### src/design/bpfcap_pkg.sv
/* word, address and burst types, register map and controller states
   shared by the capture engine */
package bpfcap_pkg;

    typedef logic [31:0] word_t;     // data word on a bus or in a register
    typedef logic [31:0] addr_t;     // byte address into memory
    typedef logic [15:0] burst_t;    // avalon burst count
    typedef logic [2:0]  reg_addr_t; // host register index

    // host register map
    localparam reg_addr_t REG_STATUS     = 3'd0; // read only
    localparam reg_addr_t REG_CONTROL    = 3'd1; // bit 0 enables the header
    localparam reg_addr_t REG_COMMAND    = 3'd2;
    localparam reg_addr_t REG_PKT_BEGIN  = 3'd3;
    localparam reg_addr_t REG_PKT_END    = 3'd4;
    localparam reg_addr_t REG_BUF_START  = 3'd5;
    localparam reg_addr_t REG_BUF_SIZE   = 3'd6; // in bytes
    localparam reg_addr_t REG_LAST_WRITE = 3'd7; // read only

    // capture sequencing states
    typedef enum logic [1:0] {
        IDLE   = 2'd0,
        RUN    = 2'd1,
        FINISH = 2'd2,
        DONE   = 2'd3
    } ctrl_state_t;

endpackage : bpfcap_pkg

### src/design/timestamp.sv
`timescale 1ns/1ns
/* free-running nanosecond and seconds counter */
module timestamp import bpfcap_pkg::*; #(
    parameter int FREQ = 50 // clock in MHz
) (
    input  logic  clk,
    input  logic  reset,
    output word_t nanoseconds
);
    localparam word_t NS_STEP    = word_t'(1000 / FREQ);
    localparam word_t NS_PER_SEC = 32'd1_000_000_000;

    word_t seconds; // internal only

    always_ff @(posedge clk) begin
        if (!reset) begin
            nanoseconds <= '0;
            seconds     <= '0;
        end else if (nanoseconds + NS_STEP >= NS_PER_SEC) begin
            nanoseconds <= nanoseconds + NS_STEP - NS_PER_SEC;
            seconds     <= seconds + 32'd1;
        end else begin
            nanoseconds <= nanoseconds + NS_STEP;
        end
    end

endmodule : timestamp

### config.mk
export PLATFORM = sky130hd
export DESIGN_NAME = timestamp
export DESIGN_NICKNAME = d
export VERILOG_FILES = /design/src/design/bpfcap_pkg.sv /design/src/design/timestamp.sv
export SDC_FILE = /design/constraint.sdc
export NUM_CORES = 1
export LEC_CHECK = 0
export BUFFER_PORTS_ARGS = -buffer_cell sky130_fd_sc_hd__buf_2
export CORE_UTILIZATION = 40
export CTS_BUF_LIST = sky130_fd_sc_hd__clkbuf_4
export DETAILED_ROUTE_END_ITERATION = 16
export SYNTH_ARGS = -nofsm -noshare
export SYNTH_HDL_FRONTEND = slang
export SYNTH_SLANG_ARGS = --single-unit
### constraint.sdc
create_clock -name clk -period 3.4 [get_ports clk]
set_input_delay 0.34 -clock clk [delete_from_list [all_inputs] [get_ports clk]]
set_output_delay 0.34 -clock clk [all_outputs]
set_load 0.05 [all_outputs]
# Word level (Yosys, flattened, before mapping)
# Cells that the tools add are included.
# word_totals
reg_bits	32
word_cells	5
# op_classes
addsub	2
magnitude_cmp	1
muxes	1
# ops
op	n
$add 32x5->32 const B	1
$ge 32x30->1 const B	1
$mux 32	1
$sub 32x30->32 const B	1

# Longest topological paths before layout
# Gate-level depths: netlist of the first run.
# depth
depth_word	3
mapped_depth	13
depth_no_buf	11

# Least setup slack after synthesis of the first run
# No wires, ideal clock.
# synth_path
path_kind	register to register
from	reg nanoseconds[4]
to	reg nanoseconds[18]
setup_time_ns	0.115
arrival_ns	3.514
slack_ns	-0.229
path_stages_with_launch	12
n_path_buf	3
period_less_slack_ns	3.629
cell_sequence	dfxtp_1 > buf_2 > a21oi_2 > or4_1 > buf_2 > o31a_1 > or4_4 > a21bo_4 > a211oi_4 > buf_6 > o31ai_1 > and3_1
# synth_between
elab_chain_len	3
word_cells_on_any_way	4
# synth_lines
item	line_no	text
from (decl)	timestamp.sv:8	output word_t nanoseconds
from (signal assigned)	timestamp.sv:20	nanoseconds <= nanoseconds + NS_STEP - NS_PER_SEC;
from (signal assigned)	timestamp.sv:23	nanoseconds <= nanoseconds + NS_STEP;
$add 32x5->32 (*)	timestamp.sv:19, timestamp.sv:20, timestamp.sv:23	
$sub 32x30->32 / $ge 32x30->1 (equally long branches)	timestamp.sv:20, timestamp.sv:19	
$mux 32 (*)	timestamp.sv:19	end else if (nanoseconds + NS_STEP >= NS_PER_SEC) begin
# Every way passes the cells marked *; elsewhere a longest branch is shown, timed or not.
# A chain may end at the register's enable or synchronous reset.

# Final worst setup path of the first run
# layout_path
from	reg nanoseconds[5]
to	reg nanoseconds[18]
# Same word-level chain as after synthesis.

==> out/metrics.cfg, run 1 <==
[run_status]
status = finished, final reports clean

[routing]
drtAntennaViolNets = 0
met1Wirelength_mm = 3.330
routed.top_layer = met4
drt_first_iter_violations = 144
dr_wl_met2_mm = 3.337
drt_wl_total_mm = 7.096
met3_length_um = 291
drt-wirelength-per-cell_um = 16.31
vias_per_cell = 6.011
dr.pass1.iters = 4
drc_errors = 0
vias = 2615

[timing]
setup_ws_ps = 188.5
slew_violations = 0
timing.fmax_mhz = 311.4
finalCriticalPeriod_ps = 3212
relSlewSlack = 0.6446
rsz0062_at_grt = false
finalClockSkew_ps = 17.71
tns_ps = 0
hold_violations = 0
period_share = 0.9446
setup_viol = 0
tightest_slew_ps = 528.2

[cts]
htreeDepth = 2
cts_made_buffers = 5
clockBufferDepth = 2
cts.sinks = 30
clock_latency_ps = 340
cts_tree = yes
clk_pin_slew_worst_paths_ps = 110
cts_hold_repair.buffers = 0
cts-root-buf = clkbuf_4

[setup_path]
worstSetupStartpoint = nanoseconds[5]$_SDFF_PN0_
cp-end-kind = register
cp-endpoint = nanoseconds[18]$_SDFF_PN0_
crit_required_ps = 3640
worst_r2r_path_depth = 9
critPathArrivalTime_ps = 3450
critical_path_class = register to register
critPathLaunchType = register
r2r-end = nanoseconds[18]$_SDFF_PN0_
worstPathMaxFanout = 15
r2r-start = nanoseconds[5]$_SDFF_PN0_
r2r_slack_ps = 190

[cells_and_area]
largest_reg_flops = 30
final_area_mm2 = 0.002940
area_delta_synth_final_pct = 21.01
top_register = nanoseconds
drive_above_1_share = 0.2889
n_antenna_cell = 0
fillers = 600
fin_nets = 364
top_regs = nanoseconds (30)
multiInputGateArea_mm2 = 0.001737
seq_area_um2 = 624.3

[place]
gp_congestion = 0.8809
placed_area_mm2 = 0.002819
place_hpwl_mm = 5.268
dp_slack_ps = 143.0
port-buffer-count = 31

[global_routing]
grt_overflow = 0
antenna_found_initial = 0
grt.total_usage = 0.2394
grt_pass1_vias = 2410
grt_pass1_wl_mm = 11.83
grt_max_degree = 19

[floorplanning]
chipWidth_um = 79.94
die_area_mm2 = 0.006390
ios = 34
num_rows = 28
core_mm2 = 0.005886
initial_core_util = 0.4128
fp.dieH_um = 79.94

[logic_synthesis]
seq_area_frac_synth = 0.2472
async_flop_share = 0
synth_warnings = 0
yosys_register_bits = 30
avgSynthCellArea_um2 = 7.864
synth.distinct_cells = 66
netlist_area_mm2 = 0.002430
netlist_instances = 309
synth-main-ff-cell = dfxtp_1
synth-edff-count = 0

[power_and_ir_drop]
irDropWorstVdd_v = 0.0001644
finalPower_mw = 0.7739
p_per_area_mw_per_mm2 = 263.2
p_leak_nw = 1.149

[job]
cap_viol_max_count = 0

[worst_hold_path]
worstHoldPathType = input port to register

[area by class of cell]
class | count | share of cell area
sequential | 30 | 0.2123
tap | 75 | 0.03191
clock inverter | 1 | 0.01021
timing repair buffer | 61 | 0.1294
multi-input combinational | 255 | 0.5906
clock buffer | 7 | 0.01787
inverter | 6 | 0.007660
[cells in the mapped netlist (all sizes together) (2+ instances only)]
cell type | number | area [um^2]
o31a | 6 | 52.55
o211a | 2 | 20.02
nand3 | 11 | 55.05
a21o | 5 | 37.54
nor2 | 21 | 81.33
xnor2 | 13 | 113.9
nand2 | 22 | 90.09
o22ai | 4 | 25.02
o31ai | 8 | 60.06
a31oi | 4 | 25.02
and2 | 6 | 37.54
nand3b | 4 | 30.03
o21a | 3 | 22.52
xor2 | 12 | 105.1
and4 | 3 | 26.28
a41oi | 2 | 17.52
ha | 3 | 37.54
nand4 | 13 | 87.58
or3 | 8 | 50.05
nor4 | 14 | 93.84
a311oi | 2 | 17.52
or2 | 2 | 12.51
inv | 5 | 18.77
a211oi | 2 | 27.53
o21ai | 9 | 45.04
clkbuf | 9 | 35.03
nor3 | 12 | 75.07
nor3b | 2 | 20.02
a211o | 2 | 17.52
and3 | 7 | 43.79
or4 | 14 | 111.4
nor4b | 2 | 17.52
dfxtp | 30 | 600.6
a21oi | 17 | 88.84
buf | 10 | 70.06
o211ai | 4 | 30.03
[worst min path at each step]
stage | cells past startpoint | endpoint | from
2_1_floorplan | 1 | nanoseconds[3]$_SDFF_PN0_ | reset
3_3_place_gp | 1 | nanoseconds[2]$_SDFF_PN0_ | nanoseconds[2]$_SDFF_PN0_
3_5_place_dp | 1 | nanoseconds[2]$_SDFF_PN0_ | nanoseconds[2]$_SDFF_PN0_
4_1_cts | 3 | nanoseconds[9]$_SDFF_PN0_ | reset
5_1_grt | 3 | nanoseconds[9]$_SDFF_PN0_ | reset
6_report | 3 | nanoseconds[9]$_SDFF_PN0_ | reset
[kinds of logic (layout without fill, tap and decap cells)]
family          count (synthesis)  in the layout  synth area share
compound gates                 82             82            0.2456
flops                          30             30            0.2472
fa+ha+maj                       3              3           0.01545
other cells                     1              2          0.001543
buf+inv                        25             75           0.05252
xor+xnor                       25             25           0.09011
simple gates                  143            143            0.3476
[placed cells by master (no fill, tap or decap), drive strengths merged, types with 4 or more instances in the layout]
cell type	count
xnor2	13
o31a	6
a21oi	17
a21o	5
dfxtp	30
xor2	12
nor3	12
nand4	13
nand3b	4
buf	61
inv	5
o31ai	8
nor4	14
o21ai	9
and3	7
o211ai	4
nand3	11
nor2	21
or3	8
nand2	22
a31oi	4
clkbuf	7
o22ai	4
and2	6
or4	14
[worst max-delay path, cell delays in order (launching register included)]
cell	delay, ps
dfxtp_2	430
nand2_4	110
or4_4	580
o31a_1	350
or4_4	570
a21bo_4	260
a211oi_4	290
buf_4	250
o31ai_1	70
and3_1	190
[power breakdown]
part,switching [mW],internal (mW)
combinational,0.0656,0.0243
clock,0.133,0.172
sequential,0.0193,0.360
[timing repair]
action | CTS | global route
hold endpoints to repair | 0 | 0
resized for setup | 0 | 6
setup buffers | 0 | 1
setup endpoints to repair | 0 | 13
[layer usage]
layer | up-vias | track usage
li1 | 1291 | -
met2 | 64 | 0.3795
met1 | 1246 | 0.3103
met5 | - | 0
met4 | 0 | 0.1143
met3 | 14 | 0.04457
[stage by stage]
stage	hold WS, ps	utilization	instances
2_1_floorplan	461.6	-	310
3_3_place_gp	472.4	0.4790	426
3_5_place_dp	481.6	0.4790	426
4_1_cts	317.3	0.4930	434
5_1_grt	332.5	0.4996	435
6_report	317.9	0.4996	435
Power figures use the tool's default switching activity.
==> inputs of run 2 (changes only) <==
--- a/config.mk
+++ b/config.mk
@@ -9,6 +9,7 @@
 export CORE_UTILIZATION = 40
 export CTS_BUF_LIST = sky130_fd_sc_hd__clkbuf_4
 export DETAILED_ROUTE_END_ITERATION = 16
+export GPL_TIMING_DRIVEN = 0
 export SYNTH_ARGS = -nofsm -noshare
 export SYNTH_HDL_FRONTEND = slang
 export SYNTH_SLANG_ARGS = --single-unit
==> out/metrics.cfg, run 2 (same netlist as run 1, synthesis figures left out) <==
[run_status]
status = finished, final reports clean

[setup_path]
crit_required_ps = 3620  ; -20 ps
critPathLaunchType = register
crit_chain = nand4_1, or4_4, buf_6, o31a_1, or4_4, a21bo_4, a211oi_4, buf_6, o21ai_0, nor3b_2
r2r_slack_ps = 110  ; -80 ps
critical_path_class = register to register
r2r-start = nanoseconds[7]$_SDFF_PN0_
crit_slowest_cell = or4_4
critPathMaxStageDelay_ps = 550  ; -30 ps
worstPathMaxFanout = 8  ; -7
cp-end-kind = register
critPathArrivalTime_ps = 3510  ; +60 ps
worst_r2r_path_depth = 10  ; +1
r2r-end = nanoseconds[24]$_SDFF_PN0_

[cells_and_area]
drive_above_1_share = 0.2936  ; +0.004740
final_common_cell = buf_2
fillers = 609  ; +1.5%
largest_reg_flops = 30  ; unchanged
area_delta_synth_final_pct = 24.51
n_antenna_cell = 0  ; unchanged
layout_common_cells = buf_2, nand2_1, buf_4
top_register = nanoseconds
finalCoreUtilization = 0.5140  ; +0.01446
instances_no_fill = 436  ; +0.23%
fin_nets = 365  ; +0.27%
top_regs = nanoseconds (30)

[cts]
cts.sinks = 30  ; unchanged
cts_made_buffers = 5  ; unchanged
htreeDepth = 2  ; unchanged
clockBufferDepth = 2  ; unchanged
clk_pin_slew_worst_paths_ps = 110  ; about the same
cts_tree = yes
cts-root-buf = clkbuf_4
clock_latency_ps = 350  ; about the same

[power_and_ir_drop]
p_clk_frac = 0.387  ; -0.007
p_per_area_mw_per_mm2 = 254.7  ; -3.2%
p_comb_frac = 0.122  ; +0.006
irDropWorstVdd_v = 0.0001555  ; -5.4%
p_int_mw = 0.5340  ; -4.0%
switching_power_mw = 0.2366  ; +8.7%
p_leak_nw = 1.181  ; +2.8%
switching_share = 0.3071  ; +0.02569
p_seq_frac = 0.490  ; about the same

[timing]
whs_ps = 348.7  ; +30.79 ps
tightest_slew_ps = 640.8  ; +112.6 ps
finalCriticalPeriod_ps = 3289  ; +77.87 ps
relSlewSlack = 0.5728  ; -0.07181
finalClockSkew_ps = 3.898  ; -13.81 ps
hold_violations = 0  ; unchanged
slew_violations = 0  ; unchanged
timing.fmax_mhz = 304.0  ; -2.4%
setup_viol = 0  ; unchanged
period_share = 0.9675  ; +0.02290

[routing]
dr.pass1.iters = 4  ; unchanged
drtAntennaViolNets = 0  ; unchanged
drt_wl_total_mm = 7.839  ; +10%
vias = 2711  ; +3.7%
drc_errors = 0  ; unchanged
drt-wirelength-per-cell_um = 17.98  ; +10%
drt_first_iter_violations = 176  ; +22%
vias_per_cell = 6.218  ; +3.4%

[global_routing]
grt_overflow = 0  ; unchanged
grt_pass1_vias = 2399  ; -0.46%
grt_max_degree = 11  ; -8
grt_pass1_wl_mm = 12.41  ; +5.0%
antenna_found_initial = 0  ; unchanged
grt.total_usage = 0.2547  ; +0.01530

[worst_hold_path]
worstHoldPathType = input port to register
min_delay_path_depth = 3  ; unchanged
min_to = nanoseconds[9]$_SDFF_PN0_
min_from = reset

[floorplanning]
num_rows = 28  ; unchanged
ios = 34  ; unchanged
core_mm2 = 0.005886  ; unchanged
initial_core_util = 0.4128  ; unchanged
fp.dieH_um = 79.94  ; unchanged
chipWidth_um = 79.94  ; unchanged
die_area_mm2 = 0.006390  ; unchanged

[place]
gp_congestion = 0.9223  ; +4.7%
port-buffer-count = 31  ; unchanged
dp_cells = 416  ; -2.3%
place_hpwl_mm = 5.355  ; +1.7%

[job]
cap_viol_max_count = 0  ; unchanged

run 2: worst max-delay path by stage:
stage	start	to	depth (start not counted)
2_1_floorplan	nanoseconds[15]$_SDFF_PN0_	nanoseconds[18]$_SDFF_PN0_	9
3_3_place_gp	nanoseconds[15]$_SDFF_PN0_	nanoseconds[27]$_SDFF_PN0_	10
3_5_place_dp	nanoseconds[15]$_SDFF_PN0_	nanoseconds[27]$_SDFF_PN0_	10
4_1_cts	nanoseconds[2]$_SDFF_PN0_	nanoseconds[18]$_SDFF_PN0_	10
5_1_grt	nanoseconds[2]$_SDFF_PN0_	nanoseconds[13]$_SDFF_PN0_	10
6_report	nanoseconds[7]$_SDFF_PN0_	nanoseconds[24]$_SDFF_PN0_	10
run 2: per-stage QoR:
stage	TNS, ps	instance area, um^2	setup slack (ps)	power (mW)
2_1_floorplan	0	2457	28.23	0.4537
3_3_place_gp	-7258	2706	-509.2	0.4765
3_5_place_dp	-7568	2706	-515.7	0.4779
4_1_cts	0	2878	8.943	0.7705
5_1_grt	-72.80	3025	-32.26	0.7973
6_report	0	3025	110.6	0.7706
run 2: area by class of cell:
cell class	instances	area [um^2]	share of cell area
Sequential cell	30	639.4	0.2113
Multi-Input combinational cell	255	1817	0.6005
Clock buffer	5	37.54	0.01241
Tap cell	75	93.84	0.03102
Timing Repair Buffer	48	282.8	0.09347
Clock inverter	3	40.04	0.01323
Buffer	14	92.59	0.03060
Inverter	6	22.52	0.007444
run 2: critical path, delay by kind of cell (launching register included):
kind / cells / cell delay, ps
buffers and inverters: 2 / 340
AOI/OAI and AO/OA: 4 / 1050
and+or+nand+nor: 4 / 1370
DFF: 1 / 400
run 2: repair_timing:
action,in CTS,in global routing
pin swaps,6,9
endpoints found under the setup margin,23,23
cloned,1,0
hold buffers,0,0
resized for setup,11,22
setup buffers,6,10
run 2: power groups by stage:
stage,Clock (mW),Combinational (mW),Sequential (mW)
global route,0.317,0.100,0.380
global placement,0,0.0929,0.384
floorplan,0,0.0415,0.412
detailed placement,0,0.0938,0.384
CTS,0.301,0.0904,0.379
finish,0.298,0.0942,0.378
run 2: layer usage:
metal	vias up	share of wire	global-route usage
met5	-	0	0
met4	0	0.027	0.09464
met3	23	0.051	0.03429
met2	76	0.47	0.4333
met1	1318	0.45	0.3244
li1	1294	-	-
==> inputs of run 3 (changes only) <==
--- a/config.mk
+++ b/config.mk
@@ -6,6 +6,7 @@
 export NUM_CORES = 1
 export LEC_CHECK = 0
 export BUFFER_PORTS_ARGS = -buffer_cell sky130_fd_sc_hd__buf_2
+export CORE_ASPECT_RATIO = 1.25
 export CORE_UTILIZATION = 40
 export CTS_BUF_LIST = sky130_fd_sc_hd__clkbuf_4
 export DETAILED_ROUTE_END_ITERATION = 16
==> out/metrics.cfg, run 3 (same netlist as run 1, synthesis figures left out) <==
[run_status]
status = finished, final reports clean

[cells_and_area]
top_register = nanoseconds
fin_nets = 371  ; +1.6%
top_regs = nanoseconds (30)
finalCoreUtilization = 0.5200  ; +0.005969
area_delta_synth_final_pct = 24.51  ; unchanged
drive_above_1_share = 0.3052  ; +0.01155
n_antenna_cell = 0  ; unchanged
final_common_cell = buf_2
largest_reg_flops = 30  ; unchanged
layout_common_cells = buf_2, buf_4, nand2_1

[cts]
cts_made_buffers = 5  ; unchanged
clock_latency_ps = 350  ; about the same
htreeDepth = 2  ; unchanged
clockBufferDepth = 2  ; unchanged
cts.sinks = 30  ; unchanged
cts_hold_repair.buffers = 0  ; unchanged
cts_tree = yes
cts-root-buf = clkbuf_4
clk_pin_slew_worst_paths_ps = 100  ; about the same

[routing]
vias = 2759  ; +1.8%
drtAntennaViolNets = 0  ; unchanged
vias_per_cell = 6.372  ; +2.5%
dr.pass1.iters = 5  ; +1
drt_first_iter_violations = 165  ; -6.3%
drt-wirelength-per-cell_um = 18.44  ; +2.6%
drt_wl_total_mm = 7.986  ; +1.9%
drc_errors = 0  ; unchanged

[floorplanning]
initial_core_util = 0.4176  ; +0.004794
chipWidth_um = 71.71  ; -10%
num_rows = 31  ; +11%
die_area_mm2 = 0.006392  ; about the same
fp.dieH_um = 89.14  ; +12%
ios = 34  ; unchanged
core_mm2 = 0.005818  ; -1.1%

[timing]
finalClockSkew_ps = 16.60  ; +12.70 ps
setup_viol = 0  ; unchanged
whs_ps = 348.1  ; -0.6400 ps
slew_violations = 0  ; unchanged
hold_violations = 0  ; unchanged
finalCriticalPeriod_ps = 3297  ; +8.010 ps
period_share = 0.9698  ; +0.002356
timing.fmax_mhz = 303.3  ; -0.24%
rsz0062_at_grt = true
relSlewSlack = 0.5549  ; -0.01788
tightest_slew_ps = 665.3  ; +24.56 ps

[power_and_ir_drop]
p_leak_nw = 1.183  ; +0.15%
finalPower_mw = 0.6986  ; -9.3%
p_per_area_mw_per_mm2 = 230.9  ; -9.3%
irDropWorstVdd_v = 0.0001334  ; -14%

[worst_hold_path]
min_delay_path_depth = 2  ; -1
worstHoldPathType = input port to register
min_from = reset

[job]
cap_viol_max_count = 0  ; unchanged

[setup_path]
crit_required_ps = 3640  ; +20 ps
worstPathMaxFanout = 7  ; -1
cp_top_family = simple AND/OR/NAND/NOR gates
worst_r2r_path_depth = 10  ; unchanged
crit_buf_inv = 2  ; unchanged
critPathArrivalTime_ps = 3540  ; +30 ps
crit_chain = nand4_1, or4_4, buf_6, o31a_1, or4_4, a21bo_4, a211oi_4, buf_6, o31ai_1, and3_1
crit_cells = 10  ; unchanged
critPathLaunchType = register
worstSetupStartpoint = nanoseconds[7]$_SDFF_PN0_
crit_slowest_cell = or4_4
cp-end-kind = register
r2r_slack_ps = 100  ; about the same
critical_path_class = register to register
r2r-start = nanoseconds[7]$_SDFF_PN0_
critPathMaxStageDelay_ps = 550  ; about the same

[global_routing]
grt_overflow = 0  ; unchanged
grt.total_usage = 0.2440  ; -0.01068
antenna_found_initial = 0  ; unchanged
grt_pass1_vias = 2376  ; -0.96%
grt_max_degree = 11  ; unchanged
grt_pass1_wl_mm = 11.93  ; -3.9%

[place]
port-buffer-count = 31  ; unchanged
place_hpwl_mm = 5.440  ; +1.6%
gp_congestion = 0.9336  ; +1.2%

==> run 3: cell count changes in the layout (fill, tap and decap cells not counted), moves of 2 or more <==
| cell | previous run | this run |
|---|---|---|
| dfxtp_2 | 4 | 9 |
| dfxtp_4 | 9 | 4 |
| buf_4 | 21 | 24 |
| clkbuf_4 | 5 | 7 |
==> run 3: what timing repair did <==
item                       4_1_cts  5_1_grt
cloned                           1        2
setup endpoints to repair       23       22
buffers inserted                11        9
resized for setup               10       21
pin swaps                        6       11
==> run 3: power by group <==
part           internal [mW]  leakage (nW)  switching, mW
clock network         0.0856        0.0331          0.140
registers              0.360         0.250         0.0203
logic                 0.0244         0.900         0.0685
total                  0.470          1.18          0.229
==> run 3: cell type report <==
class / instances / area, um^2
sequential: 30 / 626.9
fill: 566 / 2793
multi-input combinational: 256 / 1823
clock inverter: 2 / 8.758
inverter: 6 / 22.52
tap: 66 / 82.58
timing repair buffer: 53 / 321.6
buffer: 14 / 95.09
clock buffer: 6 / 45.04
==> run 3: per-layer routing <==
metal / part of all wire / wire (um) / vias to the layer above / global-route usage
met4: 0.041 / 330 / 0 / 0.08913
met3: 0.080 / 637 / 31 / 0.03382
met5: 0 / 0 / - / 0
met2: 0.49 / 3894 / 145 / 0.4322
met1: 0.39 / 3124 / 1276 / 0.3017
li1: - / - / 1307 / -
==> run 3: path summary, 6_finish.rpt <==
kind	endpoint
max	nanoseconds[18]$_SDFF_PN0_
min	nanoseconds[3]$_SDFF_PN0_
max reg2reg	nanoseconds[18]$_SDFF_PN0_
min reg2reg	nanoseconds[2]$_SDFF_PN0_
==> run 3: metrics by stage <==
step | TNS (ps) | std cells | cell area [um^2] | setup slack [ps]
global placement | -8086 | 407 | 2695 | -559.3
floorplan | 0 | 310 | 2457 | 28.23
detailed placement | -6612 | 407 | 2695 | -479.3
CTS | 0 | 424 | 2880 | 11.03
global route | -502.4 | 433 | 3025 | -66.50
finish | 0 | 433 | 3025 | 102.6
